===== src/tia_defines.svh =====
//##########################################################
// TIA color stage constants
//##########################################################
`ifndef TIA_DEFINES_SVH
`define TIA_DEFINES_SVH

`define TIA_NUM_COLOR_REGS 4

`define TIA_REG_COLUP0 2'd0
`define TIA_REG_COLUP1 2'd1
`define TIA_REG_COLUPF 2'd2
`define TIA_REG_COLUBK 2'd3

`define TIA_HUE_GREY         4'd0
`define TIA_HUE_GOLD         4'd1
`define TIA_HUE_ORANGE       4'd2
`define TIA_HUE_RED_ORANGE   4'd3
`define TIA_HUE_PINK         4'd4
`define TIA_HUE_PURPLE       4'd5
`define TIA_HUE_PURPLE_BLUE  4'd6
`define TIA_HUE_BLUE         4'd7
`define TIA_HUE_BLUE1        4'd8
`define TIA_HUE_LIGHT_BLUE   4'd9
`define TIA_HUE_TURQUOISE    4'd10
`define TIA_HUE_GREEN_BLUE   4'd11
`define TIA_HUE_GREEN        4'd12
`define TIA_HUE_YELLOW_GREEN 4'd13
`define TIA_HUE_ORANGE_GREEN 4'd14
`define TIA_HUE_LIGHT_GREEN  4'd15

`endif

===== src/tia_video_pkg.sv =====
//##########################################################
// TIA video path types
//##########################################################
`include "tia_defines.svh"

package tia_video_pkg;

  typedef logic [1:0] reg_addr_t;

  // Pixel source matches the register that supplies its color.
  typedef enum reg_addr_t {
    SRC_P0 = `TIA_REG_COLUP0,
    SRC_P1 = `TIA_REG_COLUP1,
    SRC_PF = `TIA_REG_COLUPF,
    SRC_BK = `TIA_REG_COLUBK
  } pix_src_e;

endpackage


===== src/tia_color_pkg.sv =====
//##########################################################
// TIA color types
//##########################################################
`include "tia_defines.svh"

package tia_color_pkg;

  typedef logic [3:0]  hue_t;
  typedef logic [2:0]  lum_t;
  typedef logic [7:0]  color_code_t;  // Hue, luminance, unused bit 0.
  typedef logic [23:0] rgb_t;         // Red in the top byte.

  typedef enum hue_t {
    HUE_GREY         = `TIA_HUE_GREY,
    HUE_GOLD         = `TIA_HUE_GOLD,
    HUE_ORANGE       = `TIA_HUE_ORANGE,
    HUE_RED_ORANGE   = `TIA_HUE_RED_ORANGE,
    HUE_PINK         = `TIA_HUE_PINK,
    HUE_PURPLE       = `TIA_HUE_PURPLE,
    HUE_PURPLE_BLUE  = `TIA_HUE_PURPLE_BLUE,
    HUE_BLUE         = `TIA_HUE_BLUE,
    HUE_BLUE1        = `TIA_HUE_BLUE1,
    HUE_LIGHT_BLUE   = `TIA_HUE_LIGHT_BLUE,
    HUE_TURQUOISE    = `TIA_HUE_TURQUOISE,
    HUE_GREEN_BLUE   = `TIA_HUE_GREEN_BLUE,
    HUE_GREEN        = `TIA_HUE_GREEN,
    HUE_YELLOW_GREEN = `TIA_HUE_YELLOW_GREEN,
    HUE_ORANGE_GREEN = `TIA_HUE_ORANGE_GREEN,
    HUE_LIGHT_GREEN  = `TIA_HUE_LIGHT_GREEN
  } hue_e;

endpackage


===== src/tia_color_regs.sv =====
//##########################################################
// TIA color registers
//##########################################################
`timescale 1ns/1ps
`include "tia_defines.svh"

module tia_color_regs (
  input  logic                        clk,
  input  logic                        arst_n,
  input  logic                        reg_we,
  input  tia_video_pkg::reg_addr_t    reg_addr,
  input  tia_color_pkg::color_code_t  reg_data,
  output tia_color_pkg::color_code_t  colu [`TIA_NUM_COLOR_REGS]
);

  always_ff @(posedge clk or negedge arst_n)
  begin
    if (!arst_n)
    begin
      for (int i = 0; i < `TIA_NUM_COLOR_REGS; i++)
      begin
        colu[i] <= '0;  // Grey at lum 0, black.
      end
    end
    else if (reg_we)
    begin
      colu[reg_addr] <= reg_data;
    end
  end

  //##########################################################
  // Checks
  //##########################################################
  a_addr_known: assert property (
    @(posedge clk) disable iff (!arst_n)
    reg_we |-> !$isunknown(reg_addr)
  ) else $error("color register write with unknown address");

endmodule


===== config.mk =====
export PLATFORM = sky130hd
export DESIGN_NAME = tia_color_regs
export DESIGN_NICKNAME = d
export VERILOG_FILES = /design/src/tia_video_pkg.sv /design/src/tia_color_pkg.sv /design/src/tia_color_regs.sv
export VERILOG_INCLUDE_DIRS = /design/src
export SDC_FILE = /design/constraint.sdc
export NUM_CORES = 1
export LEC_CHECK = 0
export BUFFER_PORTS_ARGS = -buffer_cell sky130_fd_sc_hd__clkbuf_2
export CORE_MARGIN = 5
export CORE_UTILIZATION = 47
export CTS_CLUSTER_DIAMETER = 120
export DETAILED_ROUTE_END_ITERATION = 6
export HOLD_SLACK_MARGIN = 0.05
export PLACE_DENSITY = 0.87
export SKIP_LAST_GASP = 1
export SLEW_MARGIN = 5
export SYNTH_ARGS = -nofsm -noshare
export SYNTH_HDL_FRONTEND = slang
export SYNTH_SLANG_ARGS = --single-unit

===== constraint.sdc =====
create_clock -name clk -period 0.9 [get_ports clk]
set_input_delay 0.09 -clock clk [delete_from_list [all_inputs] [get_ports clk]]
set_output_delay 0.09 -clock clk [all_outputs]
set_load 0.005 [all_outputs]

==> flow_metrics.py, run 1 <==
metrics = {
    "status": {
        "status": "finished, violations left",
        "violations": "negative setup slack",
    },
    "floorplanning": {
        "core-area_sq_um": 2480,
        "die_y_microns": 60.8,
        "start_util_pct": 48.9,
        "placementRows": 18,
        "fp.dieW_microns": 60.8,
        "die_area_sq_um": 3700,
        "io_pins": 45,
    },
    "placement": {
        "place_inst": 148,
        "place_area_sq_um": 1530,
        "io_buffer_count": 44,
        "dpl.hpwl_microns": 2030,
        "gp_congestion": 0.734,
    },
    "final_layout": {
        "final_cell_area_sq_um": 1710,
        "finalNetCount": 150,
        "final_util_pct": 69.0,
        "reg.largest.list": "colu (32)",
        "area_growth_pct": 41.0,
        "antennaDiodeCount": 0,
        "top_register": "colu",
        "instances_no_fill": 168,
        "largest_reg_flops": 32,
        "drive_gt1_share_pct": 70.3,
    },
    "timing": {
        "min_period_ns": 0.941,
        "finClkSkew_ns": 0,
        "setup_viol": 32,
        "fin_ws_ns": -0.0408,
        "period_share_pct": 105,
        "worstMarginPinSlew_ns": 0.380,
        "rsz0062_at_grt": "yes",
        "hold_viol_final": 0,
        "slew_headroom_pct": 74.7,
        "tns_ns": -0.785,
        "max_freq_ghz": 1.06,
        "final_max_slew_viol_count": 0,
        "holdWs_ns": 0.202,
    },
    "detailed_routing": {
        "wl_per_cell_microns": 16.2,
        "firstDrtPassIters": 4,
        "first_iter_violations": 35,
        "final_antenna_net_count": 0,
        "viasPerCell": 4.92,
        "wirelength_microns": 2730,
        "drcViolationCount": 0,
        "routed-via-count": 826,
    },
    "grt": {
        "grt_max_degree": 20,
        "antenna_found_initial": 0,
        "grt_pass1_vias": 883,
        "grt_usage_pct": 17.3,
        "grt_pass1_wl_microns": 4410,
        "overflow": 0,
    },
    "setup_path": {
        "critPathKind": "reg -> out",
        "crit_arrival_ns": 0.85,
        "cp-start-kind": "flop",
        "crit_fanout": 2,
        "cp_top_family": "flip-flops",
        "crit_chain": "clkbuf_2",
        "critPathSlowestCell": "dfrtp_1",
        "cp-end-kind": "output pin",
        "worst-path-buf-inv": 1,
        "critical_path.max_stage_delay_ns": 0.40,
        "required_ns": 0.81,
    },
    "synthesis": {
        "synth_top_area_share_pct": 66.0,
        "synth_area_sq_um": 1210,
        "synth_top_area_cell": "dfrtp_1",
        "ys_seq_area_share_pct": 66.0,
        "yosys-top-cells-area": "dfrtp_1, mux2_2, nand3b_2",
        "syn_area_per_cell_sq_um": 17.8,
        "syn-instance-count": 68,
        "ys.warnings.count": 0,
        "synthDistinctLibCells": 5,
        "syn_nets": 81,
        "ys_ff_latch": 32,
    },
    "hold_path": {
        "min_path_type": "in -> async",
    },
    "clock_network": {
        "htreeDepth": 2,
        "cts_max_path_buffers": 2,
        "clock-sinks": 32,
        "cts_tree": "done",
        "clock_latency_ns": 0.33,
        "clockRootBuffer": "clkbuf_4",
        "clkTransAtPathRegs_ns": 0.09,
        "cts_buffers": 5,
    },
    "power_and_ir_drop": {
        "static-leakage-power_uw": 0.000851,
        "peakVddDrop_uv": 1310,
        "p_per_area_nw_per_um2": 2050,
    },
    "flow_run": {
        "maxCapViolations": 0,
    },
}
-- logic make-up after synthesis --
family / count (synthesis) / synth area share (%)
DFF: 32 / 66.0
and+or+nand+nor: 4 / 4.23
muxes: 32 / 29.7
-- final cells by class --
| cell class | instances | area [sq um] |
|---|---|---|
| clock inverters | 2 | 10.0 |
| multi-input cells | 36 | 419 |
| repair buffers | 62 | 390 |
| fillers | 171 | 768 |
| well taps | 30 | 37.5 |
| flip-flops and latches | 32 | 801 |
| clock buffers | 6 | 51.3 |
-- layout by cell type, fill, tap and decap left out --
| master | instances |
|---|---|
| nand3_2 | 1 |
| dfrtp_1 | 32 |
| clkbuf_4 | 5 |
| dlygate4sd3_1 | 9 |
| clkbuf_2 | 44 |
| mux2_4 | 2 |
| nand3b_2 | 2 |
| mux2_2 | 30 |
| clkbuf_8 | 1 |
| clkinv_2 | 2 |
| buf_4 | 8 |
| buf_12 | 1 |
| nor3b_4 | 1 |
-- routing by layer --
| layer | global-route usage, % | up-vias | share of wire, % |
|---|---|---|---|
| li1 | - | 384 | - |
| met1 | 21.3 | 401 | 39 |
| met2 | 27.8 | 34 | 51 |
| met3 | 4.04 | 7 | 6.9 |
| met4 | 10.2 | 0 | 2.9 |
| met5 | 0 | - | 0 |
-- path summary, 6_finish.rpt --
check	from	endpoint	slack (ns)	cells past startpoint
max in group asynchronous	arst_n	colu[7]$_DFFE_PN0P_	0.28	3
setup / recovery	colu[30]$_DFFE_PN0P_	colu[30]	-0.04	1
hold / removal	arst_n	colu[4]$_DFFE_PN0P_	0.20	2
hold reg to reg	colu[22]$_DFFE_PN0P_	colu[22]$_DFFE_PN0P_	0.51	1
min in group clk	reg_addr[0]	colu[4]$_DFFE_PN0P_	0.34	3
setup reg to reg	colu[29]$_DFFE_PN0P_	colu[29]$_DFFE_PN0P_	0.01	2
-- synthesized netlist by cell type --
cell and count:
dfrtp_1 32, mux2_2 32, nand3_2 1, nand3b_2 2
nor3b_4 1
-- per-stage QoR --
stage | setup slack, ns | power [uW]
final | -0.0408 | 3500
after global placement | -0.176 | 2580
after CTS | -0.0666 | 3540
after global routing | -0.0867 | 3700
after floorplan | -0.0127 | 2160
after detailed placement | -0.201 | 2620
-- power breakdown --
| part | internal, uW | total (uW) | switching, uW |
|---|---|---|---|
| Combinational | 496 | 801 | 305 |
| Clock | 371 | 848 | 477 |
| Sequential | 1710 | 1850 | 145 |
| Total | 2580 | 3500 | 927 |
-- repair_timing --
item                                   CTS  global route
buffers inserted                         3             0
gates resized for setup                  0             2
endpoints found under the hold margin   64             0
hold buffers                             9             0
setup endpoints to repair               32            35
No activity file was read; power rests on OpenSTA's default activity.
==> run 2, diff against run 1 <==
==> constraint.sdc (replaced) <==
create_clock -name clk -period 0.9 [get_ports clk]
set_input_delay 0.045 -clock clk [delete_from_list [all_inputs] [get_ports clk]]
set_output_delay 0.045 -clock clk [all_outputs]
set_load 0.005 [all_outputs]
==> run 2 against run 1 <==
Net effect:
- the run now ends clean
- final cell count is the same
- register-to-register slack about the same
- largest cell class unchanged
- total power is 0.22% lower
- worst hold slack worse by 0.039 ns
- sequential power is essentially flat
- critical path depth stayed put
- final area fell by 0.22%
- fmax is 5.3% higher
- critical endpoint is now colu[1]
- setup slack improved by 0.047 ns
- utilization fell by 0.15 points
- combinational power fell by 0.7%
- count of clock-buffer cells in the layout is the same
==> flow_metrics.py, run 2 (synthesized netlist as in run 1, its figures left out) <==
metrics = {
    "status": {
        "status": "finished, final reports clean",
    },
    "clock_network": {
        "cts_max_path_buffers": 2,
        "cts_tree": "done",
        "clockRootBuffer": "clkbuf_4",
        "htreeDepth": 2,
        "clock_latency_ns": 0.33,
        "clock-sinks": 32,
        "cts_buffers": 5,
        "clkTransAtPathRegs_ns": 0.10,
    },
    "setup_path": {
        "crit_start": "colu[1]$_DFFE_PN0P_",
        "critical_path.max_stage_delay_ns": 0.40,
        "cp-end-kind": "output pin",
        "worstRegToRegCells": 2,
        "timing.rr.end": "colu[29]$_DFFE_PN0P_",
        "cp_top_family": "flip-flops",
        "reg2reg_slack_ns": 0.006,
        "crit_chain": "clkbuf_2",
        "cp_num_cells": 1,
        "crit_arrival_ns": 0.85,
        "critPathKind": "reg -> out",
        "endpoint": "colu[1]",
        "worst-path-buf-inv": 1,
        "required_ns": 0.85,
        "cp-start-kind": "flop",
        "rr_startpoint": "colu[29]$_DFFE_PN0P_",
        "crit_fanout": 2,
        "critPathSlowestCell": "dfrtp_1",
    },
    "timing": {
        "min_period_ns": 0.894,
        "hold_viol_final": 0,
        "finClkSkew_ns": 0,
        "setup_viol": 0,
        "slew_headroom_pct": 73.9,
        "rsz0062_at_grt": "yes",
        "period_share_pct": 99.3,
        "final_max_slew_viol_count": 0,
        "fin_ws_ns": 0.00624,
        "max_freq_ghz": 1.12,
        "worstMarginPinSlew_ns": 0.391,
    },
    "final_layout": {
        "finalNetCount": 150,
        "instances_no_fill": 168,
        "final_common_cell": "clkbuf_2",
        "top_register": "colu",
        "reg.largest.list": "colu (32)",
        "mostFrequentLayoutCells": "clkbuf_2, dfrtp_1, mux2_2, dlygate4sd3_1, buf_4",
        "final_util_pct": 68.8,
        "final_cell_area_sq_um": 1710,
        "drive_gt1_share_pct": 70.3,
        "area_growth_pct": 40.7,
        "antennaDiodeCount": 0,
        "largest_reg_flops": 32,
    },
    "grt": {
        "grt_usage_pct": 17.0,
        "grt_pass1_wl_microns": 4330,
        "overflow": 0,
        "antenna_found_initial": 0,
        "grt_pass1_vias": 865,
        "grt_max_degree": 20,
    },
    "detailed_routing": {
        "wirelength_microns": 2710,
        "firstDrtPassIters": 4,
        "drcViolationCount": 0,
        "viasPerCell": 4.91,
        "routed-via-count": 825,
        "first_iter_violations": 29,
        "wl_per_cell_microns": 16.1,
        "final_antenna_net_count": 0,
    },
    "power_and_ir_drop": {
        "peakVddDrop_uv": 1310,
        "static-leakage-power_uw": 0.000846,
        "switching_share_pct": 26.4,
        "p_int_uw": 2570,
        "p_sw_uw": 924,
        "p_per_area_nw_per_um2": 2050,
        "finalPower_uw": 3500,
        "power_frac_comb_pct": 22.8,
        "p_clk_share_pct": 24.2,
        "seqPwrFrac_pct": 53.0,
    },
    "flow_run": {
        "maxCapViolations": 0,
    },
    "floorplanning": {
        "core-area_sq_um": 2480,
        "start_util_pct": 48.9,
        "die_area_sq_um": 3700,
        "fp.dieW_microns": 60.8,
        "io_pins": 45,
        "placementRows": 18,
        "die_y_microns": 60.8,
    },
    "placement": {
        "place_area_sq_um": 1530,
        "gp_congestion": 0.734,
        "dpl.hpwl_microns": 2030,
        "io_buffer_count": 44,
        "place_inst": 148,
        "pre_cts_ws_ns": -0.156,
    },
    "hold_path": {
        "min_path_type": "in -> async",
    },
}
==> run 2: final cells by class <==
type,count,area (sq um)
fill,173,772
tap,30,37.5
sequential,32,801
clock inverter,2,10.0
multi-input combinational,36,415
timing repair buffer,62,390
clock buffer,6,51.3
==> run 2: power groups by stage <==
stage	clock [uW]	combinational (uW)	sequential, uW
3_5_place_dp	0	737	1880
3_3_place_gp	0	711	1870
5_1_grt	935	876	1880
4_1_cts	880	797	1850
2_1_floorplan	0	275	1890
6_report	847	795	1850
==> run 2: metal layers <==
metal  GRT usage (%)  part of all wire, %  up-vias
met3            4.04                  6.8        7
li1                -                    -      386
met5               0                    0        -
met4            10.2                  2.9        0
met1            21.3                   41      396
met2            26.9                   50       36
==> run 2: what timing repair did <==
action	in CTS	in global routing
hold buffers	9	0
resized for setup	0	1
setup buffers	2	1
endpoints found under the hold margin	64	0
setup endpoints to repair	16	34
==> run 2: worst min-delay path by stage <==
stage / start / end
3_3_place_gp: arst_n / colu[4]$_DFFE_PN0P_
4_1_cts: arst_n / colu[13]$_DFFE_PN0P_
2_1_floorplan: arst_n / colu[0]$_DFFE_PN0P_
6_report: arst_n / colu[4]$_DFFE_PN0P_
3_5_place_dp: arst_n / colu[4]$_DFFE_PN0P_
5_1_grt: arst_n / colu[19]$_DFFE_PN0P_
==> run 2: per-stage QoR <==
step	hold slack, ns	TNS [ns]
3_5_place_dp	-0.0247	-4.16
2_1_floorplan	-0.251	0
6_report	0.164	0
3_3_place_gp	-0.0333	-3.36
4_1_cts	0.150	-0.105
5_1_grt	0.197	-0.654
