## src/tia_defines.svh

```systemverilog
//##########################################################
// TIA color stage constants
//##########################################################
`ifndef TIA_DEFINES_SVH
`define TIA_DEFINES_SVH

`define TIA_NUM_COLOR_REGS 4

`define TIA_REG_COLUP0 2'd0
`define TIA_REG_COLUP1 2'd1
`define TIA_REG_COLUPF 2'd2
`define TIA_REG_COLUBK 2'd3

`define TIA_HUE_GREY         4'd0
`define TIA_HUE_GOLD         4'd1
`define TIA_HUE_ORANGE       4'd2
`define TIA_HUE_RED_ORANGE   4'd3
`define TIA_HUE_PINK         4'd4
`define TIA_HUE_PURPLE       4'd5
`define TIA_HUE_PURPLE_BLUE  4'd6
`define TIA_HUE_BLUE         4'd7
`define TIA_HUE_BLUE1        4'd8
`define TIA_HUE_LIGHT_BLUE   4'd9
`define TIA_HUE_TURQUOISE    4'd10
`define TIA_HUE_GREEN_BLUE   4'd11
`define TIA_HUE_GREEN        4'd12
`define TIA_HUE_YELLOW_GREEN 4'd13
`define TIA_HUE_ORANGE_GREEN 4'd14
`define TIA_HUE_LIGHT_GREEN  4'd15

`endif
```

## src/tia_video_pkg.sv

```systemverilog
//##########################################################
// TIA video path types
//##########################################################
`include "tia_defines.svh"

package tia_video_pkg;

  typedef logic [1:0] reg_addr_t;

  // Pixel source matches the register that supplies its color.
  typedef enum reg_addr_t {
    SRC_P0 = `TIA_REG_COLUP0,
    SRC_P1 = `TIA_REG_COLUP1,
    SRC_PF = `TIA_REG_COLUPF,
    SRC_BK = `TIA_REG_COLUBK
  } pix_src_e;

endpackage

```

## src/tia_color_pkg.sv

```systemverilog
//##########################################################
// TIA color types
//##########################################################
`include "tia_defines.svh"

package tia_color_pkg;

  typedef logic [3:0]  hue_t;
  typedef logic [2:0]  lum_t;
  typedef logic [7:0]  color_code_t;  // Hue, luminance, unused bit 0.
  typedef logic [23:0] rgb_t;         // Red in the top byte.

  typedef enum hue_t {
    HUE_GREY         = `TIA_HUE_GREY,
    HUE_GOLD         = `TIA_HUE_GOLD,
    HUE_ORANGE       = `TIA_HUE_ORANGE,
    HUE_RED_ORANGE   = `TIA_HUE_RED_ORANGE,
    HUE_PINK         = `TIA_HUE_PINK,
    HUE_PURPLE       = `TIA_HUE_PURPLE,
    HUE_PURPLE_BLUE  = `TIA_HUE_PURPLE_BLUE,
    HUE_BLUE         = `TIA_HUE_BLUE,
    HUE_BLUE1        = `TIA_HUE_BLUE1,
    HUE_LIGHT_BLUE   = `TIA_HUE_LIGHT_BLUE,
    HUE_TURQUOISE    = `TIA_HUE_TURQUOISE,
    HUE_GREEN_BLUE   = `TIA_HUE_GREEN_BLUE,
    HUE_GREEN        = `TIA_HUE_GREEN,
    HUE_YELLOW_GREEN = `TIA_HUE_YELLOW_GREEN,
    HUE_ORANGE_GREEN = `TIA_HUE_ORANGE_GREEN,
    HUE_LIGHT_GREEN  = `TIA_HUE_LIGHT_GREEN
  } hue_e;

endpackage

```

## src/tia_pixel_priority.sv

```systemverilog
//##########################################################
// TIA pixel priority and blanking
//##########################################################
`timescale 1ns/1ps
`include "tia_defines.svh"

module tia_pixel_priority (
  input  logic                 clk,
  input  logic                 arst_n,
  input  tia_color_pkg::rgb_t  pal_rgb [`TIA_NUM_COLOR_REGS],
  input  logic                 p0_hit,
  input  logic                 p1_hit,
  input  logic                 pf_hit,
  input  logic                 pf_priority,
  input  logic                 score_mode,
  input  logic                 right_half,
  input  logic                 blank,
  output tia_color_pkg::rgb_t  rgb
);

  tia_video_pkg::pix_src_e src;
  tia_video_pkg::pix_src_e pf_src;

  // Score mode paints the playfield in the player colors.
  assign pf_src = score_mode ? (right_half ? tia_video_pkg::SRC_P1 : tia_video_pkg::SRC_P0)
                             : tia_video_pkg::SRC_PF;

  always_comb
  begin
    if (pf_priority)
    begin
      if (pf_hit)      src = tia_video_pkg::SRC_PF;
      else if (p0_hit) src = tia_video_pkg::SRC_P0;
      else if (p1_hit) src = tia_video_pkg::SRC_P1;
      else             src = tia_video_pkg::SRC_BK;
    end
    else
    begin
      if (p0_hit)      src = tia_video_pkg::SRC_P0;
      else if (p1_hit) src = tia_video_pkg::SRC_P1;
      else if (pf_hit) src = pf_src;
      else             src = tia_video_pkg::SRC_BK;
    end
  end

  always_ff @(posedge clk or negedge arst_n)
  begin
    if (!arst_n)
      rgb <= '0;
    else
      rgb <= blank ? '0 : pal_rgb[src];  // One pixel of latency.
  end

  //##########################################################
  // Checks
  //##########################################################
  a_inputs_known: assert property (
    @(posedge clk) disable iff (!arst_n)
    !$isunknown({p0_hit, p1_hit, pf_hit, pf_priority, score_mode, right_half, blank})
  ) else $error("unknown pixel input");

endmodule

```

## config.mk

```make
export PLATFORM = sky130hd
export DESIGN_NAME = tia_pixel_priority
export DESIGN_NICKNAME = d
export VERILOG_FILES = /design/src/tia_video_pkg.sv /design/src/tia_color_pkg.sv /design/src/tia_pixel_priority.sv
export VERILOG_INCLUDE_DIRS = /design/src
export SDC_FILE = /design/constraint.sdc
export NUM_CORES = 1
export LEC_CHECK = 0
export BUFFER_PORTS_ARGS = -buffer_cell sky130_fd_sc_hd__buf_2
export CORE_UTILIZATION = 39
export DETAILED_ROUTE_END_ITERATION = 6
export PLACE_DENSITY = 0.85
export SLEW_MARGIN = 20
export SYNTH_ARGS = -nofsm -noshare
export SYNTH_HDL_FRONTEND = slang
export SYNTH_SLANG_ARGS = --single-unit
```

## constraint.sdc

```tcl
create_clock -name clk -period 0.8 [get_ports clk]
set_input_delay 0 -clock clk [delete_from_list [all_inputs] [get_ports clk]]
set_output_delay 0 -clock clk [all_outputs]
set_load 0.01 [all_outputs]
```

==> report_table.html, run 1 <==
<table>
<tr><th>Metric</th><th>Value</th></tr>
<tr><th colspan="2">Floorplanning</th></tr>
<tr><td>Die H</td><td>a little over 60 um</td></tr>
<tr><td>Number of top-level design ports</td><td>between 100 and 150</td></tr>
<tr><td>Overall die width</td><td>around 61 um</td></tr>
<tr><td>Initial Utilization</td><td>a little over two fifths</td></tr>
<tr><td>Number of rows created at floorplan</td><td>20</td></tr>
<tr><th colspan="2">GRT</th></tr>
<tr><td>Gr usage total</td><td>76.2%</td></tr>
<tr><td>Pin count of the biggest net entering global routing</td><td>25</td></tr>
<tr><td>Antenna violations before repair</td><td>1</td></tr>
<tr><td>Total grt overflow</td><td>80</td></tr>
<tr><th colspan="2">Clocking</th></tr>
<tr><td>Level count of the clock H-tree</td><td>1</td></tr>
<tr><td>Largest buffer count on any clock path</td><td>2</td></tr>
<tr><td>Clk root buf</td><td>clkbuf_4</td></tr>
<tr><td>Clock buffer count from CTS</td><td>3</td></tr>
<tr><td>Number of sinks handled by clock tree synthesis</td><td>24</td></tr>
<tr><th colspan="2">Outcome</th></tr>
<tr><td>Last stage</td><td>global routing (5_1_grt)</td></tr>
<tr><td>Status</td><td>aborted with a tool error</td></tr>
<tr><td>Error msg</td><td>[ERROR GRT-0232] Routing congestion too high. Check the congestion heatmap in the GUI.</td></tr>
<tr><th colspan="2">Synth</th></tr>
<tr><td>Total of warnings raised by yosys</td><td>0</td></tr>
<tr><td>Sequential cell area fraction in the yosys report</td><td>44.5%</td></tr>
<tr><td>Total of flip-flops plus latches after synthesis</td><td>24</td></tr>
<tr><td>Cell area after technology mapping</td><td>~0.0013 sq mm</td></tr>
<tr><td>Count of different cell masters after synthesis</td><td>13</td></tr>
<tr><td>Number of nets in the synthesized netlist</td><td>220</td></tr>
<tr><td>Cells after Synth</td><td>115</td></tr>
<tr><td>Mean cell area of the mapped netlist</td><td>around 12 sq um</td></tr>
<tr><th colspan="2">Placement</th></tr>
<tr><td>Port Buffer Count</td><td>128</td></tr>
<tr><td>Post-detail-place hpwl</td><td>3270 um</td></tr>
<tr><td>GPL Wtd Cong</td><td>0.764</td></tr>
<tr><td>Dpl cells</td><td>~280</td></tr>
<tr><th colspan="2">STA</th></tr>
<tr><td>Worst setup endpoint after the global-route repair_timing</td><td>rgb[3]$_DFF_PN0_/D</td></tr>
<tr><td>Worst endpoint type</td><td>register data pin</td></tr>
</table>
-- logic make-up after synthesis --
logic type,share of synthesized area (%)
AND/OR/NAND/NOR,1.67
multiplexers,35.6
AO/OA/AOI/OAI,13.0
flip-flops,44.5
buffers and inverters,5.20
-- per-stage QoR --
stage / cell area [sq um] / worst slack, ns
CTS: 2920 / -0.126
detailed placement: 2060 / -0.481
global placement: 2060 / -0.419
floorplan: 1360 / -0.337
-- per-layer routing --
layer	overflow	track usage, %
met5	0	0
met3	0	50.3
met2	48	102
met4	32	92.2
met1	0	71.2
-- Yosys cell counts --
master    count  area share (%)
a211oi_1      1            0.56
a21o_1        1            0.56
a221o_1       1            0.74
buf_2         2            0.74
buf_6         3             2.5
clkbuf_1      7             1.9
dfrtp_1      24              45
mux2i_1      48              36
nand2_1       1            0.28
nand2b_1      1            0.46
nor2b_1       1            0.46
o22ai_1      24              11
or2_1         1            0.46
-- what timing repair did --
action / 4_1_cts
resized for setup: 6
buffers inserted: 2
endpoints found under the setup margin: 48
pin swaps: 2
hold endpoints to repair: 46
hold buffers: 71
cloned: 2
==> run 2, diff against run 1 <==
--- a/config.mk
+++ b/config.mk
@@ -7,9 +7,10 @@
 export NUM_CORES = 1
 export LEC_CHECK = 0
 export BUFFER_PORTS_ARGS = -buffer_cell sky130_fd_sc_hd__buf_2
-export CORE_UTILIZATION = 39
+export CORE_AREA = 2 2 63 65
 export DETAILED_ROUTE_END_ITERATION = 6
-export PLACE_DENSITY = 0.85
+export DIE_AREA = 0 0 65 67
+export PLACE_DENSITY_LB_ADDON = 0.15
 export SLEW_MARGIN = 20
 export SYNTH_ARGS = -nofsm -noshare
 export SYNTH_HDL_FRONTEND = slang
==> run 2 against run 1 <==
  * The flow now finishes, with violations (negative setup slack)
  * Synthesized cell count did not move
  * Synthesized area did not move
==> report_table.html, run 2 <==
<table>
<tr><th>Metric</th><th>Value</th></tr>
<tr><th colspan="2">Outcome</th></tr>
<tr><td>Status</td><td>finished with violations</td></tr>
<tr><td>Failing checks</td><td>negative setup slack</td></tr>
<tr><th colspan="2">Placement</th></tr>
<tr><td>Pre-CTS worst setup slack</td><td>-0.427 ns</td></tr>
<tr><td>Post-placement cell area</td><td>0.00208 sq mm</td></tr>
<tr><td>Post-detail-place hpwl</td><td>between 2000 and 3000 um</td></tr>
<tr><td>Dpl cells</td><td>roughly 290</td></tr>
<tr><td>GPL Wtd Cong</td><td>roughly 0.76</td></tr>
<tr><td>Port Buffer Count</td><td>about 130</td></tr>
<tr><th colspan="2">Routing</th></tr>
<tr><td>Wire length per cell</td><td>around 12 um</td></tr>
<tr><td>Number of optimization iterations in the first detailed-route pass</td><td>3</td></tr>
<tr><td>Vias per Instance</td><td>about 4.8</td></tr>
<tr><td>Antenna-violating nets left</td><td>0</td></tr>
<tr><td>Number of DRC violations after detailed-routing iteration 0</td><td>53</td></tr>
<tr><td>Routed Wire Length</td><td>around 3700 um</td></tr>
<tr><td>Vias after detailed routing</td><td>roughly 1400</td></tr>
<tr><td>DRC Markers</td><td>0</td></tr>
<tr><th colspan="2">Setup path</th></tr>
<tr><td>Worst EP arrival</td><td>1.07 ns</td></tr>
<tr><td>Cell-by-cell listing of the critical path</td><td>buf_8 -&gt; nor2b_4 -&gt; a221o_2 -&gt; buf_12 -&gt; mux2i_1 -&gt; o22ai_1</td></tr>
<tr><td>Crit path required time</td><td>roughly 0.95 ns</td></tr>
<tr><td>Crit path capture type</td><td>flip-flop</td></tr>
<tr><td>Setup CP Type</td><td>primary input to flip-flop</td></tr>
<tr><td>Startpoint class of the critical path</td><td>primary input</td></tr>
<tr><td>CP peak stage delay</td><td>approximately 0.38 ns</td></tr>
<tr><td>Master of the slowest instance on the critical path</td><td>a221o_2</td></tr>
<tr><td>Peak fanout along the critical path</td><td>22</td></tr>
<tr><th colspan="2">Final layout</th></tr>
<tr><td>Filler Cells Inserted</td><td>roughly 340</td></tr>
<tr><td>Area growth from synthesis to layout</td><td>61.9%</td></tr>
<tr><td>Most flops, register</td><td>rgb</td></tr>
<tr><td>Commonest cells after routing, fill and taps aside</td><td>buf_2, mux2i_1, o22ai_1, dfrtp_1, buf_4</td></tr>
<tr><td>Number of non-filler instances in the completed layout</td><td>just under 300</td></tr>
<tr><td>Proportion of layout cells with a drive suffix above 1</td><td>58.7%</td></tr>
<tr><td>Final Instance Area</td><td>roughly 0.0022 sq mm</td></tr>
<tr><td>Layout Nets</td><td>roughly 350</td></tr>
<tr><td>Registers with the most flip-flops</td><td>rgb (24)</td></tr>
<tr><td>Max reg flops</td><td>24</td></tr>
<tr><td>Number of diodes</td><td>0</td></tr>
<tr><td>Leading cell type in the layout, fill and taps excluded</td><td>buf_2</td></tr>
<tr><td>Core utilization of the finished layout</td><td>between 60% and 70%</td></tr>
<tr><th colspan="2">GRT</th></tr>
<tr><td>Antenna violations before repair</td><td>0</td></tr>
<tr><td>First-pass GRT wire length</td><td>about 5700 um</td></tr>
<tr><td>Pin count of the biggest net entering global routing</td><td>27</td></tr>
<tr><td>Gr usage total</td><td>between 10% and 20%</td></tr>
<tr><td>Total grt overflow</td><td>0</td></tr>
<tr><td>Vias in the first global route</td><td>1305</td></tr>
<tr><th colspan="2">Synth</th></tr>
<tr><td>Cell types occupying the most area after synthesis</td><td>dfrtp_1, mux2i_1, o22ai_1, buf_6, clkbuf_1</td></tr>
<tr><td>Number of nets in the synthesized netlist</td><td>220</td></tr>
<tr><td>Sequential cell area fraction in the yosys report</td><td>between 40% and 50%</td></tr>
<tr><td>Total of warnings raised by yosys</td><td>0</td></tr>
<tr><td>Most frequently used cell type in the post-synthesis netlist</td><td>mux2i_1</td></tr>
<tr><td>Total of flip-flops plus latches after synthesis</td><td>24</td></tr>
<tr><td>Area fraction of the dominant cell type after synthesis</td><td>between 40% and 50%</td></tr>
<tr><td>Post-synthesis async set-or-reset flop share</td><td>between 90% and 100%</td></tr>
<tr><td>Number of enable flip-flop cells after synthesis</td><td>0</td></tr>
<tr><td>Mean cell area of the mapped netlist</td><td>about 12 sq um</td></tr>
<tr><td>Cell area after technology mapping</td><td>0.00135 sq mm</td></tr>
<tr><td>Count of different cell masters after synthesis</td><td>13</td></tr>
<tr><td>Cells after Synth</td><td>around 120</td></tr>
<tr><td>Most common flop cell mapped by yosys</td><td>dfrtp_1</td></tr>
<tr><td>Largest area contributor in the synthesized netlist</td><td>dfrtp_1</td></tr>
<tr><td>List of most frequent post-synthesis cells</td><td>mux2i_1, dfrtp_1, o22ai_1</td></tr>
<tr><th colspan="2">Power</th></tr>
<tr><td>Total power draw</td><td>approximately 0.0030 W</td></tr>
<tr><td>Leakage component of the power</td><td>1.35 nW</td></tr>
<tr><td>Peak supply drop</td><td>about 0.62 mV</td></tr>
<tr><td>Power density over the cells</td><td>1380 mW/mm^2</td></tr>
<tr><th colspan="2">Clocking</th></tr>
<tr><td>Clock tree from TritonCTS</td><td>yes</td></tr>
<tr><td>Clock buffer count from CTS</td><td>3</td></tr>
<tr><td>Largest buffer count on any clock path</td><td>2</td></tr>
<tr><td>Level count of the clock H-tree</td><td>1</td></tr>
<tr><td>Clk root buf</td><td>clkbuf_8</td></tr>
<tr><td>Number of sinks handled by clock tree synthesis</td><td>24</td></tr>
<tr><td>Clock input transition at the sequential cells of the worst setup and hold paths</td><td>around 0.08 ns</td></tr>
<tr><th colspan="2">STA</th></tr>
<tr><td>Fin crit share</td><td>115%</td></tr>
<tr><td>Measured slew at the worst slew-check pin</td><td>0.234 ns</td></tr>
<tr><td>Unrepaired setup endpoints after global routing</td><td>true</td></tr>
<tr><td>Normalized max-slew margin</td><td>84.4%</td></tr>
<tr><td>Final setup fails</td><td>24</td></tr>
<tr><td>Final hold viol count</td><td>0</td></tr>
<tr><td>Minimum clock period after layout</td><td>between 0.9 and 1 ns</td></tr>
<tr><td>Highest clock rate</td><td>1.09 GHz</td></tr>
<tr><td>Slew Viols, Final</td><td>0</td></tr>
<tr><td>Slack of the critical path</td><td>-0.121 ns</td></tr>
<tr><th colspan="2">Floorplanning</th></tr>
<tr><td>Overall die width</td><td>roughly 65 um</td></tr>
<tr><td>Die area</td><td>0.00436 sq mm</td></tr>
<tr><td>Number of top-level design ports</td><td>129</td></tr>
<tr><td>Number of rows created at floorplan</td><td>22</td></tr>
<tr><td>Initial Utilization</td><td>37.4%</td></tr>
<tr><td>Die H</td><td>approximately 67 um</td></tr>
<tr><td>Standard cell core area</td><td>0.00361 sq mm</td></tr>
<tr><th colspan="2">Hold path</th></tr>
<tr><td>Number of cells on the worst hold path</td><td>3</td></tr>
<tr><td>Tightest Hold Check Type</td><td>primary input to flip-flop</td></tr>
<tr><td>Hold Path End</td><td>rgb[7]</td></tr>
<tr><td>HP Start</td><td>pal_rgb[7]</td></tr>
<tr><th colspan="2">Flow run</th></tr>
<tr><td>Maximum Capacitance Violations</td><td>0</td></tr>
</table>
## run 2: worst max-delay path by stage
| stage | to | slack, ns | start | cells past startpoint |
|---|---|---|---|---|
| 2_1_floorplan | rgb[12] | -0.34 | pf_hit | 7 |
| 3_3_place_gp | rgb[20] | -0.42 | pf_hit | 6 |
| 3_5_place_dp | rgb[11] | -0.43 | pf_hit | 6 |
| 4_1_cts | rgb[20] | -0.12 | pf_hit | 6 |
| 5_1_grt | rgb[3] | -0.16 | pf_hit | 6 |
| 6_report | rgb[12] | -0.12 | pf_hit | 6 |
## run 2: stage by stage
step           TNS, ns  hold slack, ns
6_report         -2.31         0.00249
5_1_grt          -3.20          0.0104
4_1_cts          -2.33         0.00282
2_1_floorplan    -7.83          -0.296
3_3_place_gp     -9.48          -0.119
3_5_place_dp     -9.78          -0.123
## run 2: power breakdown
part | internal, W | switching, W | leakage, nW
Sequential | 0.00132 | 0.0000249 | 0.311
Combinational | 0.000545 | 0.000428 | 1.02
Clock | 0.000336 | 0.000358 | 0.0216
Total | 0.00221 | 0.000810 | 1.35
## run 2: area by class of cell
class | instances | area, sq um | share of cell area (%)
Clock buffer | 3 | 41.3 | 1.89
Multi-Input combinational cell | 79 | 694 | 31.8
Sequential cell | 24 | 601 | 27.5
Tap cell | 48 | 60.1 | 2.75
Timing Repair Buffer | 141 | 787 | 36.0
## run 2: repair_timing
action	4_1_cts	5_1_grt
gates cloned	0	0
hold buffers	2	1
gates resized for setup	1	5
setup buffers	0	0
endpoints found under the hold margin	25	1
pin swaps	0	1
setup endpoints to repair	24	27
## run 2: worst max-delay path, delay by kind of cell
family	cells	cell delay (ns)
AOI/OAI and AO/OA	2	0.47
buffers and inverters	2	0.29
muxes	1	0.19
and+or+nand+nor	1	0.11
## run 2: kinds of logic (layout without fill, tap and decap cells)
logic type	count (synthesis)	in the layout	share of synthesized area [%]
mux	48	48	35.6
compound gates	27	27	13.0
flops	24	24	44.5
buf+inv	12	144	5.20
simple gates	4	4	1.67
## run 2: per-layer routing
layer | vias up | part of all wire (%) | track usage (%)
li1 | 703 | - | -
met1 | 633 | 40 | 19.9
met2 | 68 | 49 | 29.5
met3 | 4 | 9.0 | 3.72
met4 | 0 | 1.1 | 6.65
met5 | - | 0 | 0
Power figures use the tool's default switching activity.
