## config.mk

```make
export PLATFORM = sky130hd
export DESIGN_NAME = ntsc_palette
export DESIGN_NICKNAME = d
export VERILOG_FILES = /design/src/tia_color_pkg.sv /design/src/ntsc_palette.sv
export VERILOG_INCLUDE_DIRS = /design/src
export SDC_FILE = /design/constraint.sdc
export NUM_CORES = 1
export LEC_CHECK = 0
export BUFFER_PORTS_ARGS = -buffer_cell sky130_fd_sc_hd__buf_4
export CORE_UTILIZATION = 50
export DETAILED_ROUTE_END_ITERATION = 12
export PLACE_DENSITY = 0.69
export SYNTH_ARGS = -nofsm -noshare
export SYNTH_HDL_FRONTEND = slang
export SYNTH_SLANG_ARGS = --single-unit
```

## constraint.sdc

```tcl
create_clock -name vclk -period 6.2
set_clock_uncertainty 0.2 [all_clocks]
set_input_delay 0.31 -clock vclk [all_inputs]
set_output_delay 0.31 -clock vclk [all_outputs]
set_load 0.02 [all_outputs]
```

## src/tia_defines.svh

```systemverilog
//##########################################################
// TIA color stage constants
//##########################################################
`ifndef TIA_DEFINES_SVH
`define TIA_DEFINES_SVH

`define TIA_NUM_COLOR_REGS 4

`define TIA_REG_COLUP0 2'd0
`define TIA_REG_COLUP1 2'd1
`define TIA_REG_COLUPF 2'd2
`define TIA_REG_COLUBK 2'd3

`define TIA_HUE_GREY         4'd0
`define TIA_HUE_GOLD         4'd1
`define TIA_HUE_ORANGE       4'd2
`define TIA_HUE_RED_ORANGE   4'd3
`define TIA_HUE_PINK         4'd4
`define TIA_HUE_PURPLE       4'd5
`define TIA_HUE_PURPLE_BLUE  4'd6
`define TIA_HUE_BLUE         4'd7
`define TIA_HUE_BLUE1        4'd8
`define TIA_HUE_LIGHT_BLUE   4'd9
`define TIA_HUE_TURQUOISE    4'd10
`define TIA_HUE_GREEN_BLUE   4'd11
`define TIA_HUE_GREEN        4'd12
`define TIA_HUE_YELLOW_GREEN 4'd13
`define TIA_HUE_ORANGE_GREEN 4'd14
`define TIA_HUE_LIGHT_GREEN  4'd15

`endif
```

## src/tia_color_pkg.sv

```systemverilog
//##########################################################
// TIA color types
//##########################################################
`include "tia_defines.svh"

package tia_color_pkg;

  typedef logic [3:0]  hue_t;
  typedef logic [2:0]  lum_t;
  typedef logic [7:0]  color_code_t;  // Hue, luminance, unused bit 0.
  typedef logic [23:0] rgb_t;         // Red in the top byte.

  typedef enum hue_t {
    HUE_GREY         = `TIA_HUE_GREY,
    HUE_GOLD         = `TIA_HUE_GOLD,
    HUE_ORANGE       = `TIA_HUE_ORANGE,
    HUE_RED_ORANGE   = `TIA_HUE_RED_ORANGE,
    HUE_PINK         = `TIA_HUE_PINK,
    HUE_PURPLE       = `TIA_HUE_PURPLE,
    HUE_PURPLE_BLUE  = `TIA_HUE_PURPLE_BLUE,
    HUE_BLUE         = `TIA_HUE_BLUE,
    HUE_BLUE1        = `TIA_HUE_BLUE1,
    HUE_LIGHT_BLUE   = `TIA_HUE_LIGHT_BLUE,
    HUE_TURQUOISE    = `TIA_HUE_TURQUOISE,
    HUE_GREEN_BLUE   = `TIA_HUE_GREEN_BLUE,
    HUE_GREEN        = `TIA_HUE_GREEN,
    HUE_YELLOW_GREEN = `TIA_HUE_YELLOW_GREEN,
    HUE_ORANGE_GREEN = `TIA_HUE_ORANGE_GREEN,
    HUE_LIGHT_GREEN  = `TIA_HUE_LIGHT_GREEN
  } hue_e;

endpackage

```

## src/ntsc_palette.sv

```systemverilog
//##########################################################
// NTSC palette lookup
//##########################################################
`timescale 1ns/1ps

module ntsc_palette (
  input  tia_color_pkg::color_code_t  color,
  output tia_color_pkg::rgb_t         rgb
);

  tia_color_pkg::hue_e hue;
  tia_color_pkg::lum_t lum;

  assign hue = tia_color_pkg::hue_e'(color[7:4]);
  assign lum = color[3:1];  // Bit 0 has no effect.

  //##########################################################
  // Hue major, luminance minor
  //##########################################################
  always_comb
  begin
    rgb = '0;
    case ({hue, lum})
      {tia_color_pkg::HUE_GREY, 3'd0}:         rgb = 24'h000000;
      {tia_color_pkg::HUE_GREY, 3'd1}:         rgb = 24'h404040;
      {tia_color_pkg::HUE_GREY, 3'd2}:         rgb = 24'h6c6c6c;
      {tia_color_pkg::HUE_GREY, 3'd3}:         rgb = 24'h909090;
      {tia_color_pkg::HUE_GREY, 3'd4}:         rgb = 24'hb0b0b0;
      {tia_color_pkg::HUE_GREY, 3'd5}:         rgb = 24'hc8c8c8;
      {tia_color_pkg::HUE_GREY, 3'd6}:         rgb = 24'hdcdcdc;
      {tia_color_pkg::HUE_GREY, 3'd7}:         rgb = 24'hececec;
      {tia_color_pkg::HUE_GOLD, 3'd0}:         rgb = 24'h444400;
      {tia_color_pkg::HUE_GOLD, 3'd1}:         rgb = 24'h646410;
      {tia_color_pkg::HUE_GOLD, 3'd2}:         rgb = 24'h848424;
      {tia_color_pkg::HUE_GOLD, 3'd3}:         rgb = 24'ha0a034;
      {tia_color_pkg::HUE_GOLD, 3'd4}:         rgb = 24'hb8b840;
      {tia_color_pkg::HUE_GOLD, 3'd5}:         rgb = 24'hd0d050;
      {tia_color_pkg::HUE_GOLD, 3'd6}:         rgb = 24'he8e85c;
      {tia_color_pkg::HUE_GOLD, 3'd7}:         rgb = 24'hfcfc68;
      {tia_color_pkg::HUE_ORANGE, 3'd0}:       rgb = 24'h702800;
      {tia_color_pkg::HUE_ORANGE, 3'd1}:       rgb = 24'h844414;
      {tia_color_pkg::HUE_ORANGE, 3'd2}:       rgb = 24'h985c28;
      {tia_color_pkg::HUE_ORANGE, 3'd3}:       rgb = 24'hac783c;
      {tia_color_pkg::HUE_ORANGE, 3'd4}:       rgb = 24'hbc8c4c;
      {tia_color_pkg::HUE_ORANGE, 3'd5}:       rgb = 24'hcca05c;
      {tia_color_pkg::HUE_ORANGE, 3'd6}:       rgb = 24'hdcb468;
      {tia_color_pkg::HUE_ORANGE, 3'd7}:       rgb = 24'hecc878;
      {tia_color_pkg::HUE_RED_ORANGE, 3'd0}:   rgb = 24'h841800;
      {tia_color_pkg::HUE_RED_ORANGE, 3'd1}:   rgb = 24'h983418;
      {tia_color_pkg::HUE_RED_ORANGE, 3'd2}:   rgb = 24'hac5030;
      {tia_color_pkg::HUE_RED_ORANGE, 3'd3}:   rgb = 24'hc06848;
      {tia_color_pkg::HUE_RED_ORANGE, 3'd4}:   rgb = 24'hd0805c;
      {tia_color_pkg::HUE_RED_ORANGE, 3'd5}:   rgb = 24'he09470;
      {tia_color_pkg::HUE_RED_ORANGE, 3'd6}:   rgb = 24'heca880;
      {tia_color_pkg::HUE_RED_ORANGE, 3'd7}:   rgb = 24'hfcbc94;
      {tia_color_pkg::HUE_PINK, 3'd0}:         rgb = 24'h880000;
      {tia_color_pkg::HUE_PINK, 3'd1}:         rgb = 24'h9c2020;
      {tia_color_pkg::HUE_PINK, 3'd2}:         rgb = 24'hb03c3c;
      {tia_color_pkg::HUE_PINK, 3'd3}:         rgb = 24'hc05858;
      {tia_color_pkg::HUE_PINK, 3'd4}:         rgb = 24'hd07070;
      {tia_color_pkg::HUE_PINK, 3'd5}:         rgb = 24'he08888;
      {tia_color_pkg::HUE_PINK, 3'd6}:         rgb = 24'heca0a0;
      {tia_color_pkg::HUE_PINK, 3'd7}:         rgb = 24'hfcb4b4;
      {tia_color_pkg::HUE_PURPLE, 3'd0}:       rgb = 24'h78005c;
      {tia_color_pkg::HUE_PURPLE, 3'd1}:       rgb = 24'h8c2074;
      {tia_color_pkg::HUE_PURPLE, 3'd2}:       rgb = 24'ha03c88;
      {tia_color_pkg::HUE_PURPLE, 3'd3}:       rgb = 24'hb0589c;
      {tia_color_pkg::HUE_PURPLE, 3'd4}:       rgb = 24'hc070b0;
      {tia_color_pkg::HUE_PURPLE, 3'd5}:       rgb = 24'hd084c0;
      {tia_color_pkg::HUE_PURPLE, 3'd6}:       rgb = 24'hdc9cd0;
      {tia_color_pkg::HUE_PURPLE, 3'd7}:       rgb = 24'hecb0e0;
      {tia_color_pkg::HUE_PURPLE_BLUE, 3'd0}:  rgb = 24'h480078;
      {tia_color_pkg::HUE_PURPLE_BLUE, 3'd1}:  rgb = 24'h602090;
      {tia_color_pkg::HUE_PURPLE_BLUE, 3'd2}:  rgb = 24'h783ca4;
      {tia_color_pkg::HUE_PURPLE_BLUE, 3'd3}:  rgb = 24'h8c58b8;
      {tia_color_pkg::HUE_PURPLE_BLUE, 3'd4}:  rgb = 24'ha070cc;
      {tia_color_pkg::HUE_PURPLE_BLUE, 3'd5}:  rgb = 24'hb484dc;
      {tia_color_pkg::HUE_PURPLE_BLUE, 3'd6}:  rgb = 24'hc49cec;
      {tia_color_pkg::HUE_PURPLE_BLUE, 3'd7}:  rgb = 24'hd4b0fc;
      {tia_color_pkg::HUE_BLUE, 3'd0}:         rgb = 24'h140084;
      {tia_color_pkg::HUE_BLUE, 3'd1}:         rgb = 24'h302098;
      {tia_color_pkg::HUE_BLUE, 3'd2}:         rgb = 24'h4c3cac;
      {tia_color_pkg::HUE_BLUE, 3'd3}:         rgb = 24'h6858c0;
      {tia_color_pkg::HUE_BLUE, 3'd4}:         rgb = 24'h7c70d0;
      {tia_color_pkg::HUE_BLUE, 3'd5}:         rgb = 24'h9488e0;
      {tia_color_pkg::HUE_BLUE, 3'd6}:         rgb = 24'ha8a0ec;
      {tia_color_pkg::HUE_BLUE, 3'd7}:         rgb = 24'hbcb4fc;
      {tia_color_pkg::HUE_BLUE1, 3'd0}:        rgb = 24'h000088;
      {tia_color_pkg::HUE_BLUE1, 3'd1}:        rgb = 24'h1c209c;
      {tia_color_pkg::HUE_BLUE1, 3'd2}:        rgb = 24'h3840b0;
      {tia_color_pkg::HUE_BLUE1, 3'd3}:        rgb = 24'h505cc0;
      {tia_color_pkg::HUE_BLUE1, 3'd4}:        rgb = 24'h6874d0;
      {tia_color_pkg::HUE_BLUE1, 3'd5}:        rgb = 24'h7c8ce0;
      {tia_color_pkg::HUE_BLUE1, 3'd6}:        rgb = 24'h90a4ec;
      {tia_color_pkg::HUE_BLUE1, 3'd7}:        rgb = 24'ha4b8fc;
      {tia_color_pkg::HUE_LIGHT_BLUE, 3'd0}:   rgb = 24'h00187c;
      {tia_color_pkg::HUE_LIGHT_BLUE, 3'd1}:   rgb = 24'h1c3890;
      {tia_color_pkg::HUE_LIGHT_BLUE, 3'd2}:   rgb = 24'h3854a8;
      {tia_color_pkg::HUE_LIGHT_BLUE, 3'd3}:   rgb = 24'h5070bc;
      {tia_color_pkg::HUE_LIGHT_BLUE, 3'd4}:   rgb = 24'h6888cc;
      {tia_color_pkg::HUE_LIGHT_BLUE, 3'd5}:   rgb = 24'h7c9cdc;
      {tia_color_pkg::HUE_LIGHT_BLUE, 3'd6}:   rgb = 24'h90b4ec;
      {tia_color_pkg::HUE_LIGHT_BLUE, 3'd7}:   rgb = 24'ha4c8fc;
      {tia_color_pkg::HUE_TURQUOISE, 3'd0}:    rgb = 24'h002c5c;
      {tia_color_pkg::HUE_TURQUOISE, 3'd1}:    rgb = 24'h1c4c78;
      {tia_color_pkg::HUE_TURQUOISE, 3'd2}:    rgb = 24'h386890;
      {tia_color_pkg::HUE_TURQUOISE, 3'd3}:    rgb = 24'h5084ac;
      {tia_color_pkg::HUE_TURQUOISE, 3'd4}:    rgb = 24'h689cc0;
      {tia_color_pkg::HUE_TURQUOISE, 3'd5}:    rgb = 24'h7cb4d4;
      {tia_color_pkg::HUE_TURQUOISE, 3'd6}:    rgb = 24'h90cce8;
      {tia_color_pkg::HUE_TURQUOISE, 3'd7}:    rgb = 24'ha4e0fc;
      {tia_color_pkg::HUE_GREEN_BLUE, 3'd0}:   rgb = 24'h003c2c;
      {tia_color_pkg::HUE_GREEN_BLUE, 3'd1}:   rgb = 24'h1c5c48;
      {tia_color_pkg::HUE_GREEN_BLUE, 3'd2}:   rgb = 24'h387c64;
      {tia_color_pkg::HUE_GREEN_BLUE, 3'd3}:   rgb = 24'h509c80;
      {tia_color_pkg::HUE_GREEN_BLUE, 3'd4}:   rgb = 24'h68b494;
      {tia_color_pkg::HUE_GREEN_BLUE, 3'd5}:   rgb = 24'h7cd0ac;
      {tia_color_pkg::HUE_GREEN_BLUE, 3'd6}:   rgb = 24'h90e4c0;
      {tia_color_pkg::HUE_GREEN_BLUE, 3'd7}:   rgb = 24'ha4fcd4;
      {tia_color_pkg::HUE_GREEN, 3'd0}:        rgb = 24'h003c00;
      {tia_color_pkg::HUE_GREEN, 3'd1}:        rgb = 24'h205c20;
      {tia_color_pkg::HUE_GREEN, 3'd2}:        rgb = 24'h407c40;
      {tia_color_pkg::HUE_GREEN, 3'd3}:        rgb = 24'h5c9c5c;
      {tia_color_pkg::HUE_GREEN, 3'd4}:        rgb = 24'h74b474;
      {tia_color_pkg::HUE_GREEN, 3'd5}:        rgb = 24'h8cd08c;
      {tia_color_pkg::HUE_GREEN, 3'd6}:        rgb = 24'ha4e4a4;
      {tia_color_pkg::HUE_GREEN, 3'd7}:        rgb = 24'hb8fcb8;
      {tia_color_pkg::HUE_YELLOW_GREEN, 3'd0}: rgb = 24'h143800;
      {tia_color_pkg::HUE_YELLOW_GREEN, 3'd1}: rgb = 24'h345c1c;
      {tia_color_pkg::HUE_YELLOW_GREEN, 3'd2}: rgb = 24'h507c38;
      {tia_color_pkg::HUE_YELLOW_GREEN, 3'd3}: rgb = 24'h6c9850;
      {tia_color_pkg::HUE_YELLOW_GREEN, 3'd4}: rgb = 24'h84b468;
      {tia_color_pkg::HUE_YELLOW_GREEN, 3'd5}: rgb = 24'h9ccc7c;
      {tia_color_pkg::HUE_YELLOW_GREEN, 3'd6}: rgb = 24'hb4e490;
      {tia_color_pkg::HUE_YELLOW_GREEN, 3'd7}: rgb = 24'hc8fca4;
      {tia_color_pkg::HUE_ORANGE_GREEN, 3'd0}: rgb = 24'h2c3000;
      {tia_color_pkg::HUE_ORANGE_GREEN, 3'd1}: rgb = 24'h4c501c;
      {tia_color_pkg::HUE_ORANGE_GREEN, 3'd2}: rgb = 24'h687034;
      {tia_color_pkg::HUE_ORANGE_GREEN, 3'd3}: rgb = 24'h848c4c;
      {tia_color_pkg::HUE_ORANGE_GREEN, 3'd4}: rgb = 24'h9ca864;
      {tia_color_pkg::HUE_ORANGE_GREEN, 3'd5}: rgb = 24'hb4c078;
      {tia_color_pkg::HUE_ORANGE_GREEN, 3'd6}: rgb = 24'hccd488;
      {tia_color_pkg::HUE_ORANGE_GREEN, 3'd7}: rgb = 24'he0ec9c;
      {tia_color_pkg::HUE_LIGHT_GREEN, 3'd0}:  rgb = 24'h442800;
      {tia_color_pkg::HUE_LIGHT_GREEN, 3'd1}:  rgb = 24'h644818;
      {tia_color_pkg::HUE_LIGHT_GREEN, 3'd2}:  rgb = 24'h846830;
      {tia_color_pkg::HUE_LIGHT_GREEN, 3'd3}:  rgb = 24'ha08444;
      {tia_color_pkg::HUE_LIGHT_GREEN, 3'd4}:  rgb = 24'hb89c58;
      {tia_color_pkg::HUE_LIGHT_GREEN, 3'd5}:  rgb = 24'hd0b46c;
      {tia_color_pkg::HUE_LIGHT_GREEN, 3'd6}:  rgb = 24'he8cc7c;
      {tia_color_pkg::HUE_LIGHT_GREEN, 3'd7}:  rgb = 24'hfce08c;
    endcase
  end

endmodule

```

==> flow_metrics.tcl <==
set metrics [dict create \
    hp-start "color[7]" \
    crit_path_start "color[2]" \
    crit_buf_inv 3 \
    dp.cells 521 \
    power_w 0.000299 \
    fp.dieW_um 81.1 \
    grt_usage 0.357 \
    cp-endpoint "rgb[5]" \
    drc_errors 0 \
    ant_nets 0 \
    cp.arrival_ns 3.33 \
    crit_chain "buf_4 -> inv_1 -> ha_1 -> nand2b_1 -> nand3_1 -> a21oi_1 -> a2111oi_0 -> nor3_1 -> buf_4" \
    wl_per_cell_um 22.8 \
    multi_input_comb_area_sq_mm 0.00273 \
    detailed_place_hpwl_um 7520 \
    antenna_found_initial 0 \
    via_count 3955 \
    synthCells 484 \
    wl_um 11900 \
    final-max-slew-violation-count 0 \
    setup.worst_path.end_class "output port" \
    worstPathMaxFanout 30 \
    grt_setup_unrepaired "no" \
    finalSetupViolCount 0 \
    fin_crit_sh 0.620 \
    finalHoldWorstSlack_ns 0.992 \
    ff_latch_area_sq_um 0 \
    p_per_area_mw_per_mm2 97.4 \
    avgViaCountPerCell 7.59 \
    place.gp.congestion 1.00 \
    area_growth_syn_to_layout_pct -1.92 \
    min_path_type "in2out" \
    leakage_nw 1.10 \
    drive_above_1_share 0.108 \
    ioPinCount 32 \
    yosys.cell_types.count 65 \
    num-nets-final 471 \
    period_minus_slack_ns 3.84 \
    wl_met2_um 5010 \
    critPathRequiredTime_ns 5.69 \
    synth_area_sq_mm 0.00313 \
    path_delay_family "adder cells" \
    grt_start_max_net_pins 93 \
    fillCellCount 618 \
    hold_buffers 0 \
    tightest_slew_ns 0.968 \
    hold_viol_final 0 \
    core_area_sq_mm 0.00599 \
    postCtsSetupRepairBufs 0 \
    cp_common_cell "buf_4" \
    nClkBuffers 0 \
    first_pass_iters 6 \
    drt_iter0_markers 987 \
    port_buffers 25 \
    drt-met1-wl_um 4610 \
    yosysSeqAreaShare 0 \
    die_y_um 81.1 \
    ir_drop_v 0.0000618 \
    met3_wirelength_um 1840 \
    crit_slowest_cell "ha_1" \
    die_area_sq_mm 0.00658 \
    grt_overflow 0 \
    top_layer_used "met4" \
    synth.avg_cell_area_sq_um 6.47 \
    utilization 0.513 \
    start_kind "primary input" \
    grt_pass1_vias 3276 \
    rows 28 \
    relSlewSlack 0.354 \
    initial_core_util 0.523 \
    layoutNonFillerInstCount 521 \
    status "completed" \
    cts_resized 0 \
    timing.fmax_mhz 260 \
    max_stage_delay_ns 0.86 \
    grt_pass1_wl_um 18000 \
    cap_violations 0 \
    design.seq.count 0 \
    criticalPathCategory "in2out" \
    setup_tns_ns 0 \
    num_antenna_cells 0 \
    cp.depth 9 \
    ys.warnings.count 0 \
]
==> cell usage after synthesis, drive strengths merged, types with 5 or more instances <==
master | number | area [sq um]
a2111oi | 5 | 43.8
a211oi | 16 | 120
a21oi | 39 | 195
a221oi | 6 | 52.6
a22o | 6 | 52.6
a311oi | 11 | 96.3
a31oi | 15 | 93.8
buf | 50 | 297
clkbuf | 19 | 71.3
ha | 15 | 188
inv | 13 | 48.8
mux2i | 5 | 50.1
mux4 | 8 | 180
nand2 | 35 | 134
nand2b | 22 | 138
nand3 | 16 | 80.1
nor2 | 37 | 139
nor2b | 15 | 93.8
nor3 | 17 | 85.1
o211ai | 10 | 75.1
o21ai | 34 | 170
o311ai | 6 | 52.6
o31ai | 9 | 67.6
or2 | 6 | 37.5
==> logic make-up after synthesis <==
logic type	count (synthesis)	share of synthesized area
compound gates	200	0.442
simple gates	167	0.267
buf+inv	82	0.133
fa+ha+maj	17	0.0667
mux	13	0.0735
xor+xnor	4	0.0172
other cells	1	0.00120
==> report_power, final <==
group / leakage, nW / total, W / internal, W / switching (W)
clock network: 0 / 0 / 0 / 0
registers: 0 / 0 / 0 / 0
logic: 1.10 / 0.000299 / 0.000106 / 0.000193
total: 1.10 / 0.000299 / 0.000106 / 0.000193
==> how the worst min path moves through the flow <==
stage | slack (ns) | depth (start not counted) | to
2_1_floorplan | 0.89 | 5 | rgb[11]
3_3_place_gp | 0.98 | 3 | rgb[15]
3_5_place_dp | 0.99 | 3 | rgb[15]
4_1_cts | 0.99 | 3 | rgb[15]
5_1_grt | 1.02 | 3 | rgb[15]
6_report | 0.99 | 3 | rgb[15]
==> area by class of cell <==
cell class	instances	share of cell area
Timing Repair Buffer	26	0.0636
Tap cell	75	0.0306
Inverter	13	0.0159
Multi-Input combinational cell	407	0.890
==> metal layers <==
metal  track usage  vias to the layer above
met5             0                        -
met4         0.100                        0
met3        0.0652                       51
met2         0.541                      384
met1         0.509                     1761
li1              -                     1759
==> stage by stage <==
| stage | area (sq um) | setup slack (ns) |
|---|---|---|
| floorplan | 3150 | 3.40 |
| global route | 3070 | 2.20 |
| finish | 3070 | 2.36 |
| CTS | 3070 | 2.49 |
| detailed placement | 3070 | 2.49 |
| global placement | 3070 | 2.53 |
==> cell usage in the layout, fill, tap and decap left out, drive strengths merged, types with 8 or more instances in the layout <==
cell and instances:
nand2 35, a21oi 39, nand3 16, o31ai 9, buf 26, o211ai 10, a311oi 11, nand2b 22
inv 13, nor2 37, o21ai 34, mux4 8, nor2b 15, a31oi 15, nor3 17, ha 15
a211oi 16
==> tightest hold or removal path, stage by stage <==
cell and delay [ns]:
buf_4 0.24, a31oi_1 0.17, buf_4 0.15
Power figures use the tool's default switching activity.
